**config.mk**
```make
export PLATFORM = sky130hd
export DESIGN_NAME = voltmeter_top
export DESIGN_NICKNAME = d
export VERILOG_FILES = /design/src/logic/vga_pkg.sv /design/src/logic/voltmeter_top.sv /design/src/logic/draw_rect.sv /design/src/logic/draw_background.sv /design/src/logic/vga_regs.sv /design/src/logic/vga_timing.sv
export SDC_FILE = /design/constraint.sdc
export NUM_CORES = 1
export LEC_CHECK = 0
export ABC_AREA = 1
export BUFFER_PORTS_ARGS = -buffer_cell sky130_fd_sc_hd__buf_2
export CAP_MARGIN = 5
export CORE_MARGIN = 8
export CORE_UTILIZATION = 35
export CTS_CLUSTER_SIZE = 40
export DETAILED_ROUTE_END_ITERATION = 7
export HOLD_SLACK_MARGIN = 0.06
export SYNTH_ARGS = -nofsm -noshare
export SYNTH_HDL_FRONTEND = slang
export SYNTH_HIERARCHICAL = 1
export SYNTH_SLANG_ARGS = --single-unit
```
**constraint.sdc**
```tcl
create_clock -name pclk -period 3.9 [get_ports pclk]
set_clock_uncertainty 0.05 [all_clocks]
set_input_delay 0.975 -clock pclk [delete_from_list [all_inputs] [get_ports pclk]]
set_output_delay 0.975 -clock pclk [all_outputs]
set_load 0.005 [all_outputs]
```
**src/logic/vga_pkg.sv**
```systemverilog
package vga_pkg;

  // 4 bits per channel, red in the top nibble
  typedef struct packed {
    logic [3:0] r;
    logic [3:0] g;
    logic [3:0] b;
  } rgb_t;

  // raster state that travels with every pixel
  typedef struct packed {
    logic [11:0] hcount;
    logic [11:0] vcount;
    logic        hsync;
    logic        vsync;
    logic        hblnk;
    logic        vblnk;
  } vga_timing_t;

  // output of each drawing stage
  typedef struct packed {
    vga_timing_t timing;
    rgb_t        color;
  } vga_pixel_t;

  // picture settings seen by the drawing stages
  typedef struct packed {
    rgb_t        bg_color;
    logic        rect_en;
    logic [11:0] rect_x;
    logic [11:0] rect_y;
    logic [5:0]  rect_w;
    logic [5:0]  rect_h;
    rgb_t        rect_color;
  } draw_cfg_t;

  // host-driven axi4-lite signals
  typedef struct packed {
    logic [7:0]  aw_addr;
    logic        aw_valid;
    logic [31:0] w_data;
    logic [3:0]  w_strb;
    logic        w_valid;
    logic        b_ready;
    logic [7:0]  ar_addr;
    logic        ar_valid;
    logic        r_ready;
  } axil_req_t;

  // slave-driven axi4-lite signals
  typedef struct packed {
    logic        aw_ready;
    logic        w_ready;
    logic        b_valid;
    logic [1:0]  b_resp;
    logic        ar_ready;
    logic        r_valid;
    logic [31:0] r_data;
    logic [1:0]  r_resp;
  } axil_rsp_t;

  // register map
  localparam logic [7:0] REG_CTRL       = 8'h00;
  localparam logic [7:0] REG_BG_COLOR   = 8'h04;
  localparam logic [7:0] REG_RECT_POS   = 8'h08;
  localparam logic [7:0] REG_RECT_SIZE  = 8'h0C;
  localparam logic [7:0] REG_RECT_COLOR = 8'h10;

  // axi response codes
  localparam logic [1:0] RESP_OKAY   = 2'b00;
  localparam logic [1:0] RESP_SLVERR = 2'b10;

  // one-pixel frame around the active area
  localparam rgb_t BORDER_COLOR = 12'hFFF;

  // power-up picture, dark teal with a red rectangle colour
  localparam rgb_t RESET_BG_COLOR   = 12'h036;
  localparam rgb_t RESET_RECT_COLOR = 12'hF00;

  localparam draw_cfg_t CFG_RESET = '{
    bg_color:   RESET_BG_COLOR,
    rect_en:    1'b0,
    rect_x:     12'd0,
    rect_y:     12'd0,
    rect_w:     6'd0,
    rect_h:     6'd0,
    rect_color: RESET_RECT_COLOR
  };

endpackage
```
**src/logic/voltmeter_top.sv**
```systemverilog
module voltmeter_top import vga_pkg::*; #(
  parameter int H_ACTIVE = 800,
  parameter int H_FRONT  = 40,
  parameter int H_SYNC   = 128,
  parameter int H_BACK   = 88,
  parameter int V_ACTIVE = 600,
  parameter int V_FRONT  = 1,
  parameter int V_SYNC   = 4,
  parameter int V_BACK   = 23
) (
  input  logic       pclk,
  input  logic       rst,
  input  axil_req_t  axil_req,
  output axil_rsp_t  axil_rsp,
  output logic       hs,
  output logic       vs,
  output logic [3:0] r,
  output logic [3:0] g,
  output logic [3:0] b
);

  vga_timing_t timing;
  logic        frame_start;
  draw_cfg_t   cfg;
  vga_pixel_t  pixel_bg;
  vga_pixel_t  pixel_rect;

  // raster counters
  vga_timing #(
    .H_ACTIVE (H_ACTIVE),
    .H_FRONT  (H_FRONT),
    .H_SYNC   (H_SYNC),
    .H_BACK   (H_BACK),
    .V_ACTIVE (V_ACTIVE),
    .V_FRONT  (V_FRONT),
    .V_SYNC   (V_SYNC),
    .V_BACK   (V_BACK)
  ) timing_i (
    .pclk        (pclk),
    .rst         (rst),
    .timing      (timing),
    .frame_start (frame_start)
  );

  // host registers, swapped in at frame start
  vga_regs regs_i (
    .pclk        (pclk),
    .rst         (rst),
    .axil_req    (axil_req),
    .axil_rsp    (axil_rsp),
    .frame_start (frame_start),
    .cfg         (cfg)
  );

  // stage 1, border and background
  draw_background #(
    .H_ACTIVE (H_ACTIVE),
    .V_ACTIVE (V_ACTIVE)
  ) background_i (
    .pclk     (pclk),
    .rst      (rst),
    .timing   (timing),
    .bg_color (cfg.bg_color),
    .pixel    (pixel_bg)
  );

  // stage 2, rectangle overlay
  draw_rect rect_i (
    .pclk     (pclk),
    .rst      (rst),
    .pixel_in (pixel_bg),
    .cfg      (cfg),
    .pixel    (pixel_rect)
  );

  // output register, third cycle after the timing generator
  always_ff @(posedge pclk) begin
    if (rst) begin
      hs <= 1'b0;
      vs <= 1'b0;
      r  <= 4'd0;
      g  <= 4'd0;
      b  <= 4'd0;
    end else begin
      hs <= pixel_rect.timing.hsync;
      vs <= pixel_rect.timing.vsync;
      r  <= pixel_rect.color.r;
      g  <= pixel_rect.color.g;
      b  <= pixel_rect.color.b;
    end
  end

endmodule

```
**src/logic/draw_rect.sv**
```systemverilog
module draw_rect import vga_pkg::*; (
  input  logic       pclk,
  input  logic       rst,
  input  vga_pixel_t pixel_in,
  input  draw_cfg_t  cfg,
  output vga_pixel_t pixel
);

  // exclusive right and bottom edges, one extra bit so no wrap
  logic [12:0] x_end;
  logic [12:0] y_end;
  logic        in_x;
  logic        in_y;
  logic        active;
  logic        hit;

  assign x_end = {1'b0, cfg.rect_x} + 13'(cfg.rect_w);
  assign y_end = {1'b0, cfg.rect_y} + 13'(cfg.rect_h);

  // zero width or height leaves both windows empty
  assign in_x = (pixel_in.timing.hcount >= cfg.rect_x) &&
                ({1'b0, pixel_in.timing.hcount} < x_end);
  assign in_y = (pixel_in.timing.vcount >= cfg.rect_y) &&
                ({1'b0, pixel_in.timing.vcount} < y_end);

  assign active = !pixel_in.timing.hblnk && !pixel_in.timing.vblnk;
  assign hit    = cfg.rect_en && active && in_x && in_y;

  // rectangle painted over border and background
  always_ff @(posedge pclk) begin
    if (rst) begin
      pixel <= '0;
    end else begin
      pixel.timing <= pixel_in.timing;
      pixel.color  <= hit ? cfg.rect_color : pixel_in.color;
    end
  end

endmodule

```
**src/logic/draw_background.sv**
```systemverilog
module draw_background import vga_pkg::*; #(
  parameter int H_ACTIVE = 800,
  parameter int V_ACTIVE = 600
) (
  input  logic        pclk,
  input  logic        rst,
  input  vga_timing_t timing,
  input  rgb_t        bg_color,
  output vga_pixel_t  pixel
);

  // last active column and line
  localparam logic [11:0] H_EDGE = 12'(H_ACTIVE - 1);
  localparam logic [11:0] V_EDGE = 12'(V_ACTIVE - 1);

  logic on_border;
  rgb_t color_nxt;

  assign on_border = (timing.hcount == 12'd0) || (timing.hcount == H_EDGE) ||
                     (timing.vcount == 12'd0) || (timing.vcount == V_EDGE);

  always_comb begin
    // black during blanking
    if (timing.hblnk || timing.vblnk) begin
      color_nxt = '0;
    end else if (on_border) begin
      color_nxt = BORDER_COLOR;
    end else begin
      color_nxt = bg_color;
    end
  end

  // timing forwarded with the colour
  always_ff @(posedge pclk) begin
    if (rst) begin
      pixel <= '0;
    end else begin
      pixel.timing <= timing;
      pixel.color  <= color_nxt;
    end
  end

endmodule

```
**src/logic/vga_regs.sv**
```systemverilog
module vga_regs import vga_pkg::*; (
  input  logic      pclk,
  input  logic      rst,
  input  axil_req_t axil_req,
  output axil_rsp_t axil_rsp,
  input  logic      frame_start,
  output draw_cfg_t cfg
);

  // host-visible staging set
  draw_cfg_t   stage;

  // write channel
  logic        aw_ready_q;
  logic        b_valid_q;
  logic [1:0]  b_resp_q;
  logic        wr_fire;
  logic [31:0] wr_word;

  // read channel
  logic        ar_ready_q;
  logic        r_valid_q;
  logic [31:0] r_data_q;
  logic [1:0]  r_resp_q;
  logic        rd_fire;

  // address inside the map
  function automatic logic addr_hit(input logic [7:0] addr);
    return (addr == REG_CTRL) || (addr == REG_BG_COLOR) || (addr == REG_RECT_POS) ||
           (addr == REG_RECT_SIZE) || (addr == REG_RECT_COLOR);
  endfunction

  // 32-bit image of one register, zero for unmapped
  function automatic logic [31:0] reg_word(input logic [7:0] addr, input draw_cfg_t c);
    logic [31:0] word;
    word = '0;
    case (addr)
      REG_CTRL:       word[0]     = c.rect_en;
      REG_BG_COLOR:   word[11:0]  = c.bg_color;
      REG_RECT_POS: begin
        word[11:0]  = c.rect_x;
        word[27:16] = c.rect_y;
      end
      REG_RECT_SIZE: begin
        word[5:0]   = c.rect_w;
        word[21:16] = c.rect_h;
      end
      REG_RECT_COLOR: word[11:0]  = c.rect_color;
      default:        word        = '0;
    endcase
    return word;
  endfunction

  // byte lanes with strobe set take new data
  function automatic logic [31:0] merge_strb(
    input logic [31:0] old_word,
    input logic [31:0] data,
    input logic [3:0]  strb
  );
    logic [31:0] word;
    int          i;
    word = old_word;
    for (i = 0; i < 4; i++) begin
      if (strb[i]) begin
        word[8*i +: 8] = data[8*i +: 8];
      end
    end
    return word;
  endfunction

  assign wr_fire = aw_ready_q && axil_req.aw_valid && axil_req.w_valid;
  assign rd_fire = ar_ready_q && axil_req.ar_valid;

  assign wr_word = merge_strb(reg_word(axil_req.aw_addr, stage), axil_req.w_data,
                              axil_req.w_strb);

  // handshake state
  always_ff @(posedge pclk) begin
    if (rst) begin
      aw_ready_q <= 1'b0;
      b_valid_q  <= 1'b0;
      ar_ready_q <= 1'b0;
      r_valid_q  <= 1'b0;
    end else begin
      // one-cycle ready pulse, held off while a response waits
      aw_ready_q <= axil_req.aw_valid && axil_req.w_valid && !aw_ready_q && !b_valid_q;
      ar_ready_q <= axil_req.ar_valid && !ar_ready_q && !r_valid_q;
      if (wr_fire) begin
        b_valid_q <= 1'b1;
      end else if (axil_req.b_ready) begin
        b_valid_q <= 1'b0;
      end
      if (rd_fire) begin
        r_valid_q <= 1'b1;
      end else if (axil_req.r_ready) begin
        r_valid_q <= 1'b0;
      end
    end
  end

  // response payload, stable while valid is held
  always_ff @(posedge pclk) begin
    if (wr_fire) begin
      b_resp_q <= addr_hit(axil_req.aw_addr) ? RESP_OKAY : RESP_SLVERR;
    end
    if (rd_fire) begin
      r_data_q <= reg_word(axil_req.ar_addr, stage);
      r_resp_q <= addr_hit(axil_req.ar_addr) ? RESP_OKAY : RESP_SLVERR;
    end
  end

  // staging writes, unmapped addresses fall through untouched
  always_ff @(posedge pclk) begin
    if (rst) begin
      stage <= CFG_RESET;
    end else if (wr_fire) begin
      case (axil_req.aw_addr)
        REG_CTRL:       stage.rect_en    <= wr_word[0];
        REG_BG_COLOR:   stage.bg_color   <= wr_word[11:0];
        REG_RECT_POS: begin
          stage.rect_x <= wr_word[11:0];
          stage.rect_y <= wr_word[27:16];
        end
        REG_RECT_SIZE: begin
          stage.rect_w <= wr_word[5:0];
          stage.rect_h <= wr_word[21:16];
        end
        REG_RECT_COLOR: stage.rect_color <= wr_word[11:0];
        default:        stage            <= stage;
      endcase
    end
  end

  // active set only moves at the frame boundary
  always_ff @(posedge pclk) begin
    if (rst) begin
      cfg <= CFG_RESET;
    end else if (frame_start) begin
      cfg <= stage;
    end
  end

  always_comb begin
    axil_rsp.aw_ready = aw_ready_q;
    axil_rsp.w_ready  = aw_ready_q;
    axil_rsp.b_valid  = b_valid_q;
    axil_rsp.b_resp   = b_resp_q;
    axil_rsp.ar_ready = ar_ready_q;
    axil_rsp.r_valid  = r_valid_q;
    axil_rsp.r_data   = r_data_q;
    axil_rsp.r_resp   = r_resp_q;
  end

endmodule

```
**src/logic/vga_timing.sv**
```systemverilog
module vga_timing import vga_pkg::*; #(
  parameter int H_ACTIVE = 800,
  parameter int H_FRONT  = 40,
  parameter int H_SYNC   = 128,
  parameter int H_BACK   = 88,
  parameter int V_ACTIVE = 600,
  parameter int V_FRONT  = 1,
  parameter int V_SYNC   = 4,
  parameter int V_BACK   = 23
) (
  input  logic        pclk,
  input  logic        rst,
  output vga_timing_t timing,
  output logic        frame_start
);

  // line and frame lengths
  localparam int H_TOTAL = H_ACTIVE + H_FRONT + H_SYNC + H_BACK;
  localparam int V_TOTAL = V_ACTIVE + V_FRONT + V_SYNC + V_BACK;

  localparam logic [11:0] H_LAST = 12'(H_TOTAL - 1);
  localparam logic [11:0] V_LAST = 12'(V_TOTAL - 1);

  // sync windows, start inclusive and end exclusive
  localparam logic [11:0] H_SYNC_START = 12'(H_ACTIVE + H_FRONT);
  localparam logic [11:0] H_SYNC_END   = 12'(H_ACTIVE + H_FRONT + H_SYNC);
  localparam logic [11:0] V_SYNC_START = 12'(V_ACTIVE + V_FRONT);
  localparam logic [11:0] V_SYNC_END   = 12'(V_ACTIVE + V_FRONT + V_SYNC);

  localparam logic [11:0] H_ACT = 12'(H_ACTIVE);
  localparam logic [11:0] V_ACT = 12'(V_ACTIVE);

  logic [11:0] h_next;
  logic [11:0] v_next;

  // flags derived from a pair of counts
  function automatic vga_timing_t decode(input logic [11:0] h, input logic [11:0] v);
    vga_timing_t t;
    t.hcount = h;
    t.vcount = v;
    t.hsync  = (h >= H_SYNC_START) && (h < H_SYNC_END);
    t.vsync  = (v >= V_SYNC_START) && (v < V_SYNC_END);
    t.hblnk  = (h >= H_ACT);
    t.vblnk  = (v >= V_ACT);
    return t;
  endfunction

  // pixel counter wraps at line end, line counter steps on wrap
  always_comb begin
    h_next = timing.hcount + 12'd1;
    v_next = timing.vcount;
    if (timing.hcount == H_LAST) begin
      h_next = 12'd0;
      if (timing.vcount == V_LAST) begin
        v_next = 12'd0;
      end else begin
        v_next = timing.vcount + 12'd1;
      end
    end
  end

  // counts and flags registered together
  always_ff @(posedge pclk) begin
    if (rst) begin
      timing      <= decode(12'd0, 12'd0);
      frame_start <= 1'b0;
    end else begin
      timing      <= decode(h_next, v_next);
      // aligned with first pixel of first vsync line
      frame_start <= (h_next == 12'd0) && (v_next == V_SYNC_START);
    end
  end

endmodule

```
==> run summary <==
### CTS
- sky130_fd_sc_hd__clkbuf_16 — root buffer selected by CTS
- 249 — clock sink count
- 0 — post-CTS setup buffer count
- 0 — number of instances resized during post-cts repair
- 0.06 ns — clock-pin transition on the worst setup and hold timing paths
- 3 — Max clock buf depth
- 1 — H-tree depth
- 0 — hold buffer count at CTS
- built — CTS tree
- 0.56 ns — clock latency on the worst-skew pair
- 28 — number of buffers created by CTS

### Setup path
- ha_1 > inv_1 > fa_1 > nand3b_1 > nand2_1 > a21oi_1 > nor2_1 > xor2_1 > ha_1 > nand2_1 > inv_1 > nor2_1 > o21a_1 > nand2_1 > nand2_1 > a21oi_2 > nor2_2 > nand4_1 > nand2_1 > nor2_1 — Cell Chain, Critical Path
- flop — category of the worst setup path capture point
- 12 — top fanout value on the critical path
- 4.30 ns — required time at the worst-slack endpoint
- sky130_fd_sc_hd__nand2_1 — most common cell type on the critical path
- sky130_fd_sc_hd__nor2_2 — slowest library cell on the worst path
- 0.45 ns — slowest cell delay on critical path
- 3.88 ns — Critical Path AT
- reg -> reg — Setup Crit Path Kind
- flop — critical path launch point type

### Global routing
- 0 — total grt overflow
- 54500 um — global-route wire length before repair
- 0 — number of antenna violations at the first check in global routing
- 70 — largest net degree at the start of global routing
- 10800 — via count of the first global-routing pass
- 15.0% — combined global-route utilization of all metal layers

### STA
- 35.8% — Relative slew margins
- 0 — number of pins exceeding their max-slew limit in the final report
- 0 — count of endpoints failing setup in the final report
- 0.351 ns — post-route worst hold slack
- 0 ns — setup TNS after final layout
- false — setup repair after global routing missed its margin
- 0.958 ns — Tightest Pin Transition
- 89.2% — final critical-path share of the clock period
- 3.48 ns — Tmin final
- 288 MHz — fmax
- 0 — Hold Vio Cnt, Final

### Synth
- 1771 — Mapped Cells
- 13000 um2 — synthesized cell area
- 7.33 um2 — syn avg cell area
- 6 — number of warnings issued by yosys

### Placement
- 13700 um2 — Placed Instance Area
- 24700 um — final HPWL from detailed placement
- 0.913 — Final GP Congestion
- 95 — number of buffers added on ports
- 2276 — number of placed instances with taps included

### Routing
- 7 — DRT Pass-1 Iters
- 741 — DR iter-0 viols
- 11200 — Via Count
- 0 — Routed Antenna Nets
- 33500 um — WL final
- 4.80 — via/cell ratio
- 14.4 um — average detailed-routed wire length per instance
- 0 — post-detailed-route DRC marker count

### Finish
- 14700 um2 — fin area
- 40.0% — core occupancy in the finished layout
- 3811 — number of inserted filler cells in the final layout
- 12.9% — Syn-to-layout area delta
- 1959 — number of nets at the end of the flow
- 13.6% — fraction of final layout cells with drive strength greater than 1
- 0 — Antenna diodes
- 2328 — number of non-filler instances in the completed layout

### Flow run
- 0 — number of maximum-capacitance violations

### Floorplanning
- 43500 um2 — die area
- 36600 um2 — Core Box Area
- 114 — boundary pin count
- 209 um — y dimension of the die
- 70 — cell row count
- 209 um — Chip Width
- 35.5% — Initial Utilization

### Hold path
- reg -> reg — HP Class

### Status
- complete, no violations — run status

### Power and ir drop
- 6.75 nW — LEAKAGE
- 298 uV — maximum resistive drop on vdd
- 376 nW/um2 — power per unit of standard cell area

[metal layers]
layer,wire (um),GRT usage (%)
met1,15600,19.2
met2,15800,25.9
met3,1430,2.23
met4,722,4.20
met5,0,0
[final cells by class]
cell class	instances	area [um2]	share of cell area, %
Multi-Input combinational cell	1165	6220	42.4
Inverter	291	1100	7.51
Sequential cell	249	5250	35.8
Tap cell	468	586	4.00
Clock buffer	41	821	5.60
Clock inverter	11	129	0.880
Timing Repair Buffer	103	551	3.76
[per-stage QoR]
step                power, mW  setup WS [ns]
detailed placement       2.88          0.453
CTS                      5.58          0.443
global route             5.71         0.0460
finish                   5.50          0.422
floorplan                2.81           1.04
global placement         2.88          0.506
[cells in the final DEF (no fill, tap or decap), types with 3 or more instances in the layout]
cell                        instances
sky130_fd_sc_hd__nand2_1          364
sky130_fd_sc_hd__inv_1            279
sky130_fd_sc_hd__dfxtp_1          222
sky130_fd_sc_hd__nor2_1           198
sky130_fd_sc_hd__a21oi_1          147
sky130_fd_sc_hd__buf_2             94
sky130_fd_sc_hd__o21ai_0           94
sky130_fd_sc_hd__nand3_1           85
sky130_fd_sc_hd__ha_1              60
sky130_fd_sc_hd__clkbuf_16         29
sky130_fd_sc_hd__edfxtp_1          26
sky130_fd_sc_hd__nand4_1           25
sky130_fd_sc_hd__a21oi_2           24
sky130_fd_sc_hd__nor2_2            18
sky130_fd_sc_hd__xor2_1            17
sky130_fd_sc_hd__o21ai_1           17
sky130_fd_sc_hd__nand2_2           13
sky130_fd_sc_hd__nor3_1            11
sky130_fd_sc_hd__conb_1            10
sky130_fd_sc_hd__inv_2              9
sky130_fd_sc_hd__buf_4              8
sky130_fd_sc_hd__nor2_4             8
sky130_fd_sc_hd__clkbuf_1           7
sky130_fd_sc_hd__o22ai_1            7
sky130_fd_sc_hd__nand3_2            6
sky130_fd_sc_hd__clkinv_2           5
sky130_fd_sc_hd__clkbuf_8           5
sky130_fd_sc_hd__xnor2_1            5
sky130_fd_sc_hd__o21bai_1           5
sky130_fd_sc_hd__o2111ai_1          5
sky130_fd_sc_hd__o221ai_1           4
sky130_fd_sc_hd__nor2_8             4
sky130_fd_sc_hd__nand3b_1           3
sky130_fd_sc_hd__o211ai_1           3
sky130_fd_sc_hd__nand4_2            3
sky130_fd_sc_hd__or2_2              3
[report_power, final]
group | total [mW] | leakage, nW | internal (mW) | switching [mW]
clock network | 2.68 | 0.461 | 1.60 | 1.09
logic | 0.195 | 4.23 | 0.0657 | 0.129
registers | 2.63 | 2.06 | 2.61 | 0.0129
[worst paths after layout]
check,cells after the start,slack (ns),end,startpoint
setup / recovery,20,0.42,rect_i/pixel[7],regs_i/cfg[36]
hold / removal,2,0.35,r[0],rect_i/pixel[8]
setup reg to reg,20,0.42,rect_i/pixel[7],regs_i/cfg[36]
hold reg to reg,2,0.35,r[0],rect_i/pixel[8]
[registers in the layout, indices dropped and copies added, names as in the netlist, 4 cells and up]
signal,flops
rect_i/pixel,14
g,4
regs_i/cfg,61
background_i/pixel,40
r,4
regs_i/r_data_q,24
b,4
regs_i/stage,61
timing_i/timing,28
[worst max-delay path: cells and delay by family (launching register included)]
family,cells,cell delay (ns)
fa+ha+maj,3,0.88
buf+inv,2,0.10
xor+xnor,1,0.18
simple gates,11,1.46
compound gates,3,0.33
flops,1,0.37
(Power assumes the default switching activity.)
